**src/logic/moxie_pkg.sv**
```systemverilog
// ******************************
// Opcode codes are local to this core, not the Moxie byte encoding
// Codes outside op_t execute as a no-op
// ******************************
package moxie_pkg;

  localparam int WORD_W    = 32;
  localparam int REG_IDX_W = 4;
  localparam int NUM_REGS  = 16;

  typedef logic [WORD_W-1:0]    word_t;
  typedef logic [REG_IDX_W-1:0] reg_idx_t;

  // Fixed register roles
  localparam reg_idx_t REG_FP = 4'd0;
  localparam reg_idx_t REG_SP = 4'd1;

  localparam word_t PC_RESET = 32'h0000_1000;

  typedef enum logic [5:0] {
    OP_NOP,
    OP_ADD, OP_SUB, OP_AND, OP_OR, OP_XOR,
    OP_ASHL, OP_ASHR, OP_LSHR,
    OP_NEG, OP_NOT, OP_MOV,
    OP_INC, OP_DEC,
    OP_LDI,
    OP_CMP,
    OP_BEQ, OP_BNE, OP_BLT, OP_BGT, OP_BLTU, OP_BGTU,
    OP_BLE, OP_BGE, OP_BLEU, OP_BGEU,
    OP_JMP, OP_JMPA, OP_JSR, OP_JSRA,
    OP_PUSH, OP_STA
  } op_t;

  // Condition codes with eq in the top bit
  typedef struct packed {
    logic eq;
    logic lt;
    logic gt;
    logic ltu;
    logic gtu;
  } cc_t;

  // Byte length of an instruction for fall-through and return addresses
  function automatic word_t instr_len(input op_t op);
    case (op)
      OP_JSRA, OP_JMPA, OP_LDI, OP_STA: instr_len = 32'd6;
      default:                          instr_len = 32'd2;
    endcase
  endfunction

  function automatic logic is_call(input op_t op);
    is_call = (op == OP_JSR) || (op == OP_JSRA);
  endfunction

endpackage
```
**src/logic/moxie_core.sv**
```systemverilog
// ******************************
// Fetch source must hold its fields while valid is high and ready is low
// ******************************
`timescale 1ns/1ps

module moxie_core
  import moxie_pkg::*;
(
  input  logic     clk_i,
  input  logic     rst_i,
  input  logic     instr_valid_i,
  input  op_t      instr_op_i,
  input  reg_idx_t instr_ra_i,
  input  reg_idx_t instr_rb_i,
  input  word_t    instr_imm_i,
  input  word_t    instr_pc_i,
  output logic     instr_ready_o,
  output logic     rf_we_o,
  output reg_idx_t rf_idx_o,
  output word_t    rf_data_o,
  output logic     mem_valid_o,
  output word_t    mem_addr_o,
  output word_t    mem_data_o,
  input  logic     mem_ready_i,
  output logic     redirect_o,
  output word_t    redirect_pc_o
);

  reg_idx_t ra_idx;
  reg_idx_t rb_idx;
  word_t    ra_data;
  word_t    rb_data;
  word_t    sp_data;
  word_t    fp_data;
  logic     ex_valid;
  op_t      ex_op;
  reg_idx_t ex_dst;
  word_t    ex_a;
  word_t    ex_b;
  word_t    ex_sp;
  word_t    ex_fp;
  word_t    ex_imm;
  word_t    ex_pc;
  logic     ex_ready;

  moxie_issue u_issue (
    .clk_i         (clk_i),
    .rst_i         (rst_i),
    .instr_valid_i (instr_valid_i),
    .instr_op_i    (instr_op_i),
    .instr_ra_i    (instr_ra_i),
    .instr_rb_i    (instr_rb_i),
    .instr_imm_i   (instr_imm_i),
    .instr_pc_i    (instr_pc_i),
    .instr_ready_o (instr_ready_o),
    .ra_idx_o      (ra_idx),
    .rb_idx_o      (rb_idx),
    .ra_data_i     (ra_data),
    .rb_data_i     (rb_data),
    .sp_data_i     (sp_data),
    .fp_data_i     (fp_data),
    .wb_we_i       (rf_we_o),
    .wb_idx_i      (rf_idx_o),
    .wb_data_i     (rf_data_o),
    .redirect_i    (redirect_o),
    .redirect_pc_i (redirect_pc_o),
    .ex_valid_o    (ex_valid),
    .ex_op_o       (ex_op),
    .ex_dst_o      (ex_dst),
    .ex_a_o        (ex_a),
    .ex_b_o        (ex_b),
    .ex_sp_o       (ex_sp),
    .ex_fp_o       (ex_fp),
    .ex_imm_o      (ex_imm),
    .ex_pc_o       (ex_pc),
    .ex_ready_i    (ex_ready)
  );

  // Retire port doubles as the register file write port
  moxie_regfile u_regfile (
    .clk_i     (clk_i),
    .rst_i     (rst_i),
    .ra_idx_i  (ra_idx),
    .rb_idx_i  (rb_idx),
    .ra_data_o (ra_data),
    .rb_data_o (rb_data),
    .sp_data_o (sp_data),
    .fp_data_o (fp_data),
    .we_i      (rf_we_o),
    .wr_idx_i  (rf_idx_o),
    .wr_data_i (rf_data_o)
  );

  moxie_execute u_execute (
    .clk_i         (clk_i),
    .rst_i         (rst_i),
    .ex_valid_i    (ex_valid),
    .ex_op_i       (ex_op),
    .ex_dst_i      (ex_dst),
    .ex_a_i        (ex_a),
    .ex_b_i        (ex_b),
    .ex_sp_i       (ex_sp),
    .ex_fp_i       (ex_fp),
    .ex_imm_i      (ex_imm),
    .ex_pc_i       (ex_pc),
    .ex_ready_o    (ex_ready),
    .rf_we_o       (rf_we_o),
    .rf_idx_o      (rf_idx_o),
    .rf_data_o     (rf_data_o),
    .mem_valid_o   (mem_valid_o),
    .mem_addr_o    (mem_addr_o),
    .mem_data_o    (mem_data_o),
    .mem_ready_i   (mem_ready_i),
    .redirect_o    (redirect_o),
    .redirect_pc_o (redirect_pc_o)
  );

endmodule

```
**src/logic/moxie_execute.sv**
```systemverilog
// ******************************
// Memory write beat holds until accepted and the whole stage stalls meanwhile
// Call takes two beats and the redirect comes with the second
// ******************************
`timescale 1ns/1ps

module moxie_execute
  import moxie_pkg::*;
(
  input  logic     clk_i,
  input  logic     rst_i,
  input  logic     ex_valid_i,
  input  op_t      ex_op_i,
  input  reg_idx_t ex_dst_i,
  input  word_t    ex_a_i,
  input  word_t    ex_b_i,
  input  word_t    ex_sp_i,
  input  word_t    ex_fp_i,
  input  word_t    ex_imm_i,
  input  word_t    ex_pc_i,
  output logic     ex_ready_o,
  output logic     rf_we_o,
  output reg_idx_t rf_idx_o,
  output word_t    rf_data_o,
  output logic     mem_valid_o,
  output word_t    mem_addr_o,
  output word_t    mem_data_o,
  input  logic     mem_ready_i,
  output logic     redirect_o,
  output word_t    redirect_pc_o
);

  cc_t      cc_q;
  cc_t      cc_new;
  logic     beat2_q;
  word_t    call_tgt_q;
  logic     stall;
  logic     go;
  logic     we;
  reg_idx_t idx;
  word_t    res;
  logic     mem_req;
  word_t    addr;
  word_t    data;
  logic     taken;
  word_t    target;
  word_t    br_tgt;

  assign stall      = mem_valid_o & ~mem_ready_i;
  assign go         = ex_valid_i & ~stall;
  assign ex_ready_o = ~stall & ~(ex_valid_i & is_call(ex_op_i) & ~beat2_q);

  assign cc_new.eq  = ex_a_i == ex_b_i;
  assign cc_new.lt  = $signed(ex_a_i) < $signed(ex_b_i);
  assign cc_new.gt  = $signed(ex_a_i) > $signed(ex_b_i);
  assign cc_new.ltu = ex_a_i < ex_b_i;
  assign cc_new.gtu = ex_a_i > ex_b_i;

  // 10-bit halfword offset from the next instruction
  assign br_tgt = ex_pc_i + 32'd2 + {{21{ex_imm_i[9]}}, ex_imm_i[9:0], 1'b0};

  always_comb
  begin
    we      = 1'b0;
    idx     = ex_dst_i;
    res     = '0;
    mem_req = 1'b0;
    addr    = '0;
    data    = '0;
    taken   = 1'b0;
    target  = br_tgt;
    case (ex_op_i)
      OP_ADD:  begin we = 1'b1; res = ex_a_i + ex_b_i; end
      OP_SUB:  begin we = 1'b1; res = ex_a_i - ex_b_i; end
      OP_AND:  begin we = 1'b1; res = ex_a_i & ex_b_i; end
      OP_OR:   begin we = 1'b1; res = ex_a_i | ex_b_i; end
      OP_XOR:  begin we = 1'b1; res = ex_a_i ^ ex_b_i; end
      OP_ASHL: begin we = 1'b1; res = ex_a_i << ex_b_i[4:0]; end
      OP_ASHR: begin we = 1'b1; res = $signed(ex_a_i) >>> ex_b_i[4:0]; end
      OP_LSHR: begin we = 1'b1; res = ex_a_i >> ex_b_i[4:0]; end
      OP_NEG:  begin we = 1'b1; res = -ex_b_i; end
      OP_NOT:  begin we = 1'b1; res = ~ex_b_i; end
      OP_MOV:  begin we = 1'b1; res = ex_b_i; end
      OP_INC:  begin we = 1'b1; res = ex_a_i + ex_imm_i; end
      OP_DEC:  begin we = 1'b1; res = ex_a_i - ex_imm_i; end
      OP_LDI:  begin we = 1'b1; res = ex_imm_i; end
      OP_BEQ:  taken = cc_q.eq;
      OP_BNE:  taken = ~cc_q.eq;
      OP_BLT:  taken = cc_q.lt;
      OP_BGT:  taken = cc_q.gt;
      OP_BLTU: taken = cc_q.ltu;
      OP_BGTU: taken = cc_q.gtu;
      OP_BLE:  taken = cc_q.eq | cc_q.lt;
      OP_BGE:  taken = cc_q.eq | cc_q.gt;
      OP_BLEU: taken = cc_q.eq | cc_q.ltu;
      OP_BGEU: taken = cc_q.eq | cc_q.gtu;
      OP_JMP:  begin taken = 1'b1; target = ex_a_i; end
      OP_JMPA: begin taken = 1'b1; target = ex_imm_i; end
      OP_JSR, OP_JSRA:
      begin
        we      = 1'b1;
        idx     = REG_SP;
        mem_req = 1'b1;
        if (!beat2_q)
        begin
          // Return address at sp-8
          res  = ex_sp_i - 32'd8;
          data = ex_pc_i + instr_len(ex_op_i);
        end
        else
        begin
          // Frame pointer goes below the sp already moved by 8
          res    = ex_sp_i - 32'd4;
          data   = ex_fp_i;
          taken  = 1'b1;
          target = call_tgt_q;
        end
        addr = res;
      end
      OP_PUSH:
      begin
        we      = 1'b1;
        res     = ex_a_i - 32'd4;
        mem_req = 1'b1;
        addr    = res;
        data    = ex_b_i;
      end
      OP_STA:
      begin
        mem_req = 1'b1;
        addr    = ex_imm_i;
        data    = ex_a_i;
      end
      default: ;
    endcase
  end

  always_ff @(posedge clk_i or posedge rst_i)
  begin
    if (rst_i)
    begin
      cc_q        <= '0;
      beat2_q     <= 1'b0;
      rf_we_o     <= 1'b0;
      mem_valid_o <= 1'b0;
      redirect_o  <= 1'b0;
    end
    else
    begin
      rf_we_o    <= go & we;
      redirect_o <= go & taken;
      if (!stall)
      begin
        mem_valid_o <= go & mem_req;
      end
      if (go && ex_op_i == OP_CMP)
      begin
        cc_q <= cc_new;
      end
      if (go && is_call(ex_op_i))
      begin
        beat2_q <= ~beat2_q;
      end
    end
  end

  always_ff @(posedge clk_i)
  begin
    if (go && we)
    begin
      rf_idx_o  <= idx;
      rf_data_o <= res;
    end
    if (go && mem_req)
    begin
      mem_addr_o <= addr;
      mem_data_o <= data;
    end
    if (go && taken)
    begin
      redirect_pc_o <= target;
    end
    // Target is fixed before sp changes under the call
    if (go && is_call(ex_op_i) && !beat2_q)
    begin
      call_tgt_q <= (ex_op_i == OP_JSRA) ? ex_imm_i : ex_a_i;
    end
  end

endmodule

```
**src/logic/moxie_issue.sv**
```systemverilog
// ******************************
// Drops instructions whose pc is off the expected path
// Holds one instruction; operands keep tracking the write port while held
// ******************************
`timescale 1ns/1ps

module moxie_issue
  import moxie_pkg::*;
(
  input  logic     clk_i,
  input  logic     rst_i,
  input  logic     instr_valid_i,
  input  op_t      instr_op_i,
  input  reg_idx_t instr_ra_i,
  input  reg_idx_t instr_rb_i,
  input  word_t    instr_imm_i,
  input  word_t    instr_pc_i,
  output logic     instr_ready_o,
  output reg_idx_t ra_idx_o,
  output reg_idx_t rb_idx_o,
  input  word_t    ra_data_i,
  input  word_t    rb_data_i,
  input  word_t    sp_data_i,
  input  word_t    fp_data_i,
  input  logic     wb_we_i,
  input  reg_idx_t wb_idx_i,
  input  word_t    wb_data_i,
  input  logic     redirect_i,
  input  word_t    redirect_pc_i,
  output logic     ex_valid_o,
  output op_t      ex_op_o,
  output reg_idx_t ex_dst_o,
  output word_t    ex_a_o,
  output word_t    ex_b_o,
  output word_t    ex_sp_o,
  output word_t    ex_fp_o,
  output word_t    ex_imm_o,
  output word_t    ex_pc_o,
  input  logic     ex_ready_i
);

  logic     started_q;
  logic     valid_q;
  word_t    exp_pc_q;
  op_t      op_q;
  reg_idx_t dst_q;
  reg_idx_t rb_q;
  word_t    a_q;
  word_t    b_q;
  word_t    sp_q;
  word_t    fp_q;
  word_t    imm_q;
  word_t    pc_q;
  logic     load;

  // Take the value being written this cycle when the index matches
  function automatic word_t fwd(input reg_idx_t idx, input word_t val);
    fwd = (wb_we_i && (wb_idx_i == idx)) ? wb_data_i : val;
  endfunction

  assign ra_idx_o = instr_ra_i;
  assign rb_idx_o = instr_rb_i;

  // No new fetch in the cycle after a redirect
  assign instr_ready_o = started_q & ~redirect_i & (~valid_q | ex_ready_i);
  assign load = instr_valid_i & instr_ready_o & (instr_pc_i == exp_pc_q);

  always_ff @(posedge clk_i or posedge rst_i)
  begin
    if (rst_i)
    begin
      started_q <= 1'b0;
      valid_q   <= 1'b0;
      exp_pc_q  <= PC_RESET;
    end
    else
    begin
      started_q <= 1'b1;
      if (redirect_i)
      begin
        valid_q  <= 1'b0;
        exp_pc_q <= redirect_pc_i;
      end
      else if (load)
      begin
        valid_q  <= 1'b1;
        exp_pc_q <= instr_pc_i + instr_len(instr_op_i);
      end
      else if (ex_ready_i)
      begin
        valid_q <= 1'b0;
      end
    end
  end

  always_ff @(posedge clk_i)
  begin
    if (load)
    begin
      op_q  <= instr_op_i;
      dst_q <= instr_ra_i;
      rb_q  <= instr_rb_i;
      imm_q <= instr_imm_i;
      pc_q  <= instr_pc_i;
      a_q   <= fwd(instr_ra_i, ra_data_i);
      b_q   <= fwd(instr_rb_i, rb_data_i);
      sp_q  <= fwd(REG_SP, sp_data_i);
      fp_q  <= fwd(REG_FP, fp_data_i);
    end
    else
    begin
      // Held instruction picks up results retired behind it
      a_q  <= ex_a_o;
      b_q  <= ex_b_o;
      sp_q <= ex_sp_o;
      fp_q <= ex_fp_o;
    end
  end

  // The instruction behind a taken redirect is off-path
  assign ex_valid_o = valid_q & ~redirect_i;
  assign ex_op_o    = op_q;
  assign ex_dst_o   = dst_q;
  assign ex_imm_o   = imm_q;
  assign ex_pc_o    = pc_q;
  assign ex_a_o     = fwd(dst_q, a_q);
  assign ex_b_o     = fwd(rb_q, b_q);
  assign ex_sp_o    = fwd(REG_SP, sp_q);
  assign ex_fp_o    = fwd(REG_FP, fp_q);

endmodule

```
**src/logic/moxie_regfile.sv**
```systemverilog
// ******************************
// Asynchronous reads, a same-cycle write is not visible until the edge
// ******************************
`timescale 1ns/1ps

module moxie_regfile
  import moxie_pkg::*;
(
  input  logic     clk_i,
  input  logic     rst_i,
  input  reg_idx_t ra_idx_i,
  input  reg_idx_t rb_idx_i,
  output word_t    ra_data_o,
  output word_t    rb_data_o,
  output word_t    sp_data_o,
  output word_t    fp_data_o,
  input  logic     we_i,
  input  reg_idx_t wr_idx_i,
  input  word_t    wr_data_i
);

  word_t regs [NUM_REGS];

  always_ff @(posedge clk_i or posedge rst_i)
  begin
    if (rst_i)
    begin
      for (int i = 0; i < NUM_REGS; i++)
      begin
        regs[i] <= '0;
      end
    end
    else if (we_i)
    begin
      regs[wr_idx_i] <= wr_data_i;
    end
  end

  assign ra_data_o = regs[ra_idx_i];
  assign rb_data_o = regs[rb_idx_i];

  // Stack and frame pointer taps for the call sequence
  assign sp_data_o = regs[REG_SP];
  assign fp_data_o = regs[REG_FP];

endmodule

```
**config.mk**
```make
export PLATFORM = sky130hd
export DESIGN_NAME = moxie_core
export DESIGN_NICKNAME = d
export VERILOG_FILES = /design/src/logic/moxie_pkg.sv /design/src/logic/moxie_core.sv /design/src/logic/moxie_execute.sv /design/src/logic/moxie_issue.sv /design/src/logic/moxie_regfile.sv
export SDC_FILE = /design/constraint.sdc
export NUM_CORES = 2
export LEC_CHECK = 0
export BUFFER_PORTS_ARGS = -buffer_cell sky130_fd_sc_hd__buf_2
export CORE_MARGIN = 2
export CORE_UTILIZATION = 47
export CTS_BUF_LIST = sky130_fd_sc_hd__clkbuf_8
export CTS_CLUSTER_SIZE = 8
export DETAILED_ROUTE_END_ITERATION = 12
export PLACE_DENSITY = 0.66
export SLEW_MARGIN = 40
export SYNTH_ARGS = -nofsm -noshare
export SYNTH_HDL_FRONTEND = slang
export SYNTH_SLANG_ARGS = --single-unit
```
**constraint.sdc**
```tcl
create_clock -name clk_i -period 16.8 [get_ports clk_i]
set_clock_uncertainty 0.15 [all_clocks]
set_input_delay 2.52 -clock clk_i [delete_from_list [all_inputs] [get_ports clk_i]]
set_output_delay 2.52 -clock clk_i [all_outputs]
set_load 0.05 [all_outputs]
```
Word-level counts from Yosys, hierarchy flattened
Cells that the tools add are included.
Word-level totals
  bits of input ports: 82
  register bits after elaboration: 925
  output and inout port bits: 136
  logic and storage cells: 208
Operators by class
  magnitude comparators: 8
  bitwise gates (word level): 32
  shifts and indexed selects: 3
  multiplexer cells: 44
  equality and inequality tests: 42
  add/subtract/negate cells: 12
  reduce and logical (&&, ||, !) cells: 24
Operators by type and width (count)
  32-bit 2-to-1 mux: 27
  512-bit bitwise mux: 1
  32-bit one-hot mux with 16 select lines: 1
  32-bit one-hot mux with 3 select lines: 3
  32-bit binary-select mux with 4-bit select: 2
  32-bit adder: 5
  32-bit demux with 4-bit select: 1
  6-bit by 5-bit == test with 1-bit output (second input constant): 19
  32-bit == test: 2
  32-bit greater-than comparator: 2
  32-bit less-than comparator: 2
  32-bit by 3-bit subtractor with 32-bit output (second input constant): 2
  32-bit subtractor: 2
  6-bit by 4-bit == test with 1-bit output (second input constant): 9
  32-bit by 2-bit adder with 32-bit output (second input constant): 1
  32-bit bitwise AND: 1
  32-bit negator: 1
  32-bit inverter: 1
  32-bit OR: 1
  32-bit by 5-bit << shifter with 32-bit output: 1
  32-bit by 5-bit >> shifter with 32-bit output: 1
  32-bit by 5-bit >>> shifter with 32-bit output: 1
  32-bit by 4-bit subtractor with 32-bit output (second input constant): 1
  32-bit XOR: 1
  23 further kinds: 77

Depth between registers and ports, before layout
  word-level depth: 15
  mapped depth: 30
  gate-level depth less buffers: 23

Modules after synthesis
From an unflattened synthesis, not the netlist that was laid out.
Unflattened totals
  cell total of the unflattened synthesis: 5795
  area, all modules: 62866.5 sq um
Modules (own cells, without submodules)
  moxie_regfile: sequential area each 12812.3 sq um, area each 27109.8 sq um, times used 1, cells each 1745
  moxie_execute: sequential area each 5149.9 sq um, area each 23226.0 sq um, times used 1, cells each 2930
  moxie_issue: sequential area each 5756.8 sq um, area each 12530.8 sq um, times used 1, cells each 1120

Worst setup path after synthesis
OpenSTA, ideal clock, no wires.
  path kind: input to register
  start point: in mem_ready_i
  end point: reg u_execute.redirect_o
  path slack: 8.008 ns
  path buffers: 0
  setup time: 0.648 ns
  stages: 3
  arrival: 7.993 ns
  required time: 16.002 ns
  cell sequence: nand2b_1 nand2_1 a2111oi_0
On the way
  longest elaborated chain between the ends: 5
Ends and longest elaborated chain
  start: declaration: RTL line moxie_core.sv:24  | input logic mem_ready_i,
  1-bit inverter: RTL line moxie_execute.sv:49  | assign stall = mem_valid_o & ~mem_ready_i;
  1-bit bitwise AND: RTL line moxie_execute.sv:49
  1-bit inverter: RTL line moxie_execute.sv:50  | assign go = ex_valid_i & ~stall;
  1-bit bitwise AND: RTL line moxie_execute.sv:50
  1-bit bitwise AND: RTL line moxie_execute.sv:151  | redirect_o <= go & taken;
  end signal: assignment: RTL line moxie_execute.sv:151
  end: declaration: RTL line moxie_execute.sv:29  | output logic redirect_o,
Every way passes these cells.
A chain may end at the register's enable or synchronous reset.

Worst setup path after layout
  start point: reg u_execute.rf_idx_o[0]
  end point: reg u_execute.rf_data_o[31] (data pin)
On the way
  longest elaborated chain between the ends: 6
  elaborated cells on any way between the ends: 26
  those cells by class: add/sub (8); eq/ne (3); shift (3); mux (5); bitwise (4); reduce/logical (3)
Ends and longest elaborated chain
  start: declaration: RTL line moxie_execute.sv:23  | output reg_idx_t rf_idx_o,
  start signal: assignment: RTL line moxie_execute.sv:171  | rf_idx_o <= idx;
  4-bit by 1-bit == test with 1-bit output: RTL line moxie_issue.sv:58  | fwd = (wb_we_i && (wb_idx_i == idx)) ? wb_data_i : val;
  1-bit logical AND: RTL line moxie_issue.sv:58
  32-bit 2-to-1 mux: RTL line moxie_issue.sv:58
  32-bit by 4-bit subtractor with 32-bit output or 32-bit by 3-bit subtractor with 32-bit output (tied branches): RTL line moxie_execute.sv:107, moxie_execute.sv:113
  32-bit 2-to-1 mux: RTL line moxie_execute.sv:104  | if (!beat2_q)
  32-bit one-hot mux with 16 select lines *: RTL line moxie_execute.sv:72  | case (ex_op_i)
  end signal: assignment: RTL line moxie_execute.sv:172  | rf_data_o <= res;
  end: declaration: RTL line moxie_execute.sv:24  | output word_t rf_data_o,
Every way passes the cells marked *; elsewhere a longest branch is shown, timed or not.

==> metrics.yaml <==
setup_path:
  path_max_fanout: 21
  cp_num_buf_inv: 1
  path_cells: "xnor2_1, nand3_1, o21ai_0, nand2_2, inv_2, ha_1, nand3_1, nor4_2, nand2_1, xnor2_1, o21ai_0, ha_1, a21oi_1, o21ai_0, a31oi_1, o21ai_0, a32oi_1, o22ai_1, nor3_1, o21bai_1, xnor2_1, o2111ai_1"
  r2r_cells: 22
  crit_family: "compound AO/OA/AOI/OAI gates"
  slowest_stage: "nor4_2"
  required_ns: 17.31
  cp-end-kind: "flop"
  reg2reg_from: "u_execute.rf_idx_o[0]$_SDFFCE_PN1P_"
  rr_endpoint: "u_execute.rf_data_o[31]$_SDFFCE_PN0P_"
  r2r_setup_slack_ns: 9.01
  arrival_ns: 8.30
  slowest_delay_ns: 0.81
  worstSetupPathType: "reg -> reg"
  crit_top_cell: "o21ai_0"
  crit_path_start_kind: "flop"
cts:
  clk_path_buf_depth: 3
  cts_resized: 0
  cts_buffers: 164
  cts-root-buf: "clkbuf_8"
  clk_pin_slew_worst_paths_ns: 0.07
  htree_num_levels: 4
  holdBufCountCts: 0
  postCtsSetupBuffers: 0
  cts_tree: "done"
  worstSkewPairLatency_ns: 0.96
  clock-sinks: 925
final_layout:
  fillerInstances: 11497
  layout_common_cells: "dfrtp_1 (553), mux2_2 (475), nand2_1 (470), nor2_1 (351), a21oi_1 (349)"
  final_common_cell: "dfrtp_1"
  drive_gt1_share_pct: 27.3
  layout.nets: 6163
  syn2layout_area_growth_pct: 11.8
sta:
  hold_viol: 0
  min_period_ns: 7.79
  post-route-period-util_pct: 46.4
  rsz0062_at_grt: "no"
  postLayoutSetupSlackWorst_ns: 9.01
  maxSlewHeadroom_pct: 31.9
  worst_pin_slew_ns: 1.01
  slew_viol_final: 0
  clock.fmax_mhz: 128
  setup-violations-final: 0
  tns_ns: 0
global_routing:
  gr-total-overflow: 0
  grt_max_degree: 157
  grtUsageMet1_pct: 56.8
  met2_usage_pct: 58.2
  grt_pass1_wl_um: 395000
  grt_pass1_vias: 51294
  antenna_found_initial: 24
  track_usage_pct: 41.0
  busiest_layer: "met2"
  use_met3_pct: 12.0
hold_path:
  min_from: "u_issue.exp_pc_q[7]$_DFFE_PP0P_"
  holdPathEnd: "u_issue.exp_pc_q[7]$_DFFE_PP0P_"
  hold_path_depth: 2
  hold_path_class: "reg -> reg"
power:
  pwr-share-seq_pct: 48.7
  intPower_mw: 3.57
  vdd_drop_max_uv: 65.6
  p_sw_share_pct: 24.3
  clock_power_share_pct: 48.3
  p_sw_mw: 1.15
  power_density_nw_per_um2: 68.6
  leakage_nw: 29.7
  pwr-share-comb_pct: 3.0
  power_mw: 4.72
die:
  ios: 218
  initial_utilization_pct: 47.4
  die_h_um: 366
  die_w_um: 366
  die_area_sq_um: 134000
  core_area_sq_um: 130000
  rows: 132
yosys:
  ys_warn_count: 0
  postSynthNetCount: 6018
  synth.avg_cell_area_sq_um: 10.7
  synth_edf_count: 242
  ys_ff_latch: 925
  seq_area_frac_synth_pct: 38.6
  synth_area_sq_um: 61500
  ys.flop_type: "dfrtp_1"
  syn_inst: 5736
  synth.distinct_cells: 105
  synth.largest_area_cell: "dfrtp_1"
  synth.top_cell.area_share_pct: 22.5
  netlist_top_cells_area: "dfrtp_1 (23%), mux4_2 (12%), edfxtp_1 (12%)"
  ys_async_sr_fraction_pct: 60.0
route:
  drtAntennaViolNets: 0
  via_count: 53675
  wl_um: 281000
  wl_per_cell_um: 36.1
  drt_iter0_drc: 8228
  firstDrtPassIters: 10
  drc: 0
  vias_per_cell: 6.91
placement:
  dp_slack_ns: 9.42
  place.gp.congestion: 1.09
  dp_hpwl_um: 203000
  port_buffers: 217
job:
  maxCapViolations: 0
run_status:
  outcome: "complete, no violations"
[worst register-to-register path, cell delays in order, from the launching register on]
cell and delay [ns]:
edfxtp_1 0.59, xnor2_1 0.30, nand3_1 0.34, o21ai_0 0.46, nand2_2 0.25, inv_2 0.52, ha_1 0.55, nand3_1 0.28
nor4_2 0.81, nand2_1 0.20, xnor2_1 0.18, o21ai_0 0.21, ha_1 0.35, a21oi_1 0.25, o21ai_0 0.16, a31oi_1 0.31
o21ai_0 0.21, a32oi_1 0.50, o22ai_1 0.30, nor3_1 0.20, o21bai_1 0.10, xnor2_1 0.15, o2111ai_1 0.13
[final cells by class]
| class | count | area [sq um] | area share [%] |
|---|---|---|---|
| multi-input combinational | 4181 | 35800 | 52.1 |
| timing repair buffer | 438 | 2900 | 4.22 |
| inverter | 171 | 646 | 0.938 |
| tap | 1742 | 2180 | 3.17 |
| clock inverter | 101 | 761 | 1.11 |
| sequential | 925 | 23700 | 34.5 |
| clock buffer | 199 | 2740 | 3.98 |
| antenna | 12 | 30.0 | 0.0436 |
[state kept, by name (all words and copies together) (netlist names), 5 cells and up]
name / count
u_issue.ex_imm_o: 32
u_execute.rf_data_o: 32
u_issue.sp_q: 32
u_issue.exp_pc_q: 32
u_issue.a_q: 32
u_execute.mem_data_o: 32
u_issue.b_q: 32
u_execute.call_tgt_q: 32
u_issue.fp_q: 32
u_issue.ex_pc_o: 32
u_issue.ex_op_o: 6
u_execute.mem_addr_o: 32
u_regfile.sp_data_o: 32
u_execute.redirect_pc_o: 32
u_regfile.fp_data_o: 32
u_regfile.regs: 448
u_execute.cc_q: 5
[logic make-up after synthesis]
logic type,after synthesis,share of synthesized area (%)
simple gates,1387,10.6
compound gates,1191,12.5
mux,1126,26.3
flops,925,38.6
buf+inv,630,4.01
xor+xnor,276,3.93
fa+ha+maj,200,4.13
other cells,1,0.00610
[through the flow]
step | cell area (sq um) | hold slack [ns] | utilization (%) | std cells
after floorplan | 61500 | 0.299 | - | 5736
after global placement | 64800 | 0.324 | 50.0 | 7446
after detailed placement | 65100 | 0.329 | 50.2 | 7451
after CTS | 68600 | 0.341 | 52.9 | 7751
after global routing | 68800 | 0.373 | 53.1 | 7764
final | 68800 | 0.339 | 53.1 | 7769
[synth_stat cells (150+ instances only)]
master	instances
dfrtp_1	554
nand2_1	476
mux2_2	475
nor2_1	371
a21oi_1	353
clkbuf_1	340
mux4_2	332
mux2i_1	302
o21ai_0	247
edfxtp_1	242
ha_1	195
xnor2_1	185
inv_1	150
[routing by layer]
| metal | part of all wire (%) | vias up |
|---|---|---|
| met5 | 0.037 | - |
| li1 | - | 21920 |
| met4 | 6.0 | 16 |
| met3 | 13 | 740 |
| met2 | 42 | 3823 |
| met1 | 40 | 27176 |
[power groups by stage]
stage                     combinational, mW  clock (mW)  sequential, mW
final                                 0.142        2.28            2.30
after global routing                  0.154        2.40            2.30
after CTS                             0.142        2.30            2.30
after detailed placement              0.142           0            2.34
after global placement                0.142           0            2.34
after floorplan                      0.0923           0            2.34
[worst max path at each step]
stage | from | endpoint | slack (ns) | cells after the start
detailed placement | u_execute.rf_idx_o[0]$_SDFFCE_PN1P_ | u_execute.rf_data_o[31]$_SDFFCE_PN0P_ | 9.42 | 22
finish | u_execute.rf_idx_o[0]$_SDFFCE_PN1P_ | u_execute.rf_data_o[31]$_SDFFCE_PN0P_ | 9.01 | 22
global placement | u_execute.rf_idx_o[0]$_SDFFCE_PN1P_ | u_execute.rf_data_o[29]$_SDFFCE_PN0P_ | 9.42 | 21
floorplan | rst_i | u_execute.beat2_q$_DFFE_PP0P_ | 6.58 | 1
CTS | u_execute.rf_idx_o[0]$_SDFFCE_PN1P_ | u_execute.rf_data_o[31]$_SDFFCE_PN0P_ | 9.39 | 22
global route | u_execute.rf_idx_o[0]$_SDFFCE_PN1P_ | u_execute.rf_data_o[31]$_SDFFCE_PN0P_ | 8.84 | 22
Note: power is estimated with default switching activity, not from simulation.
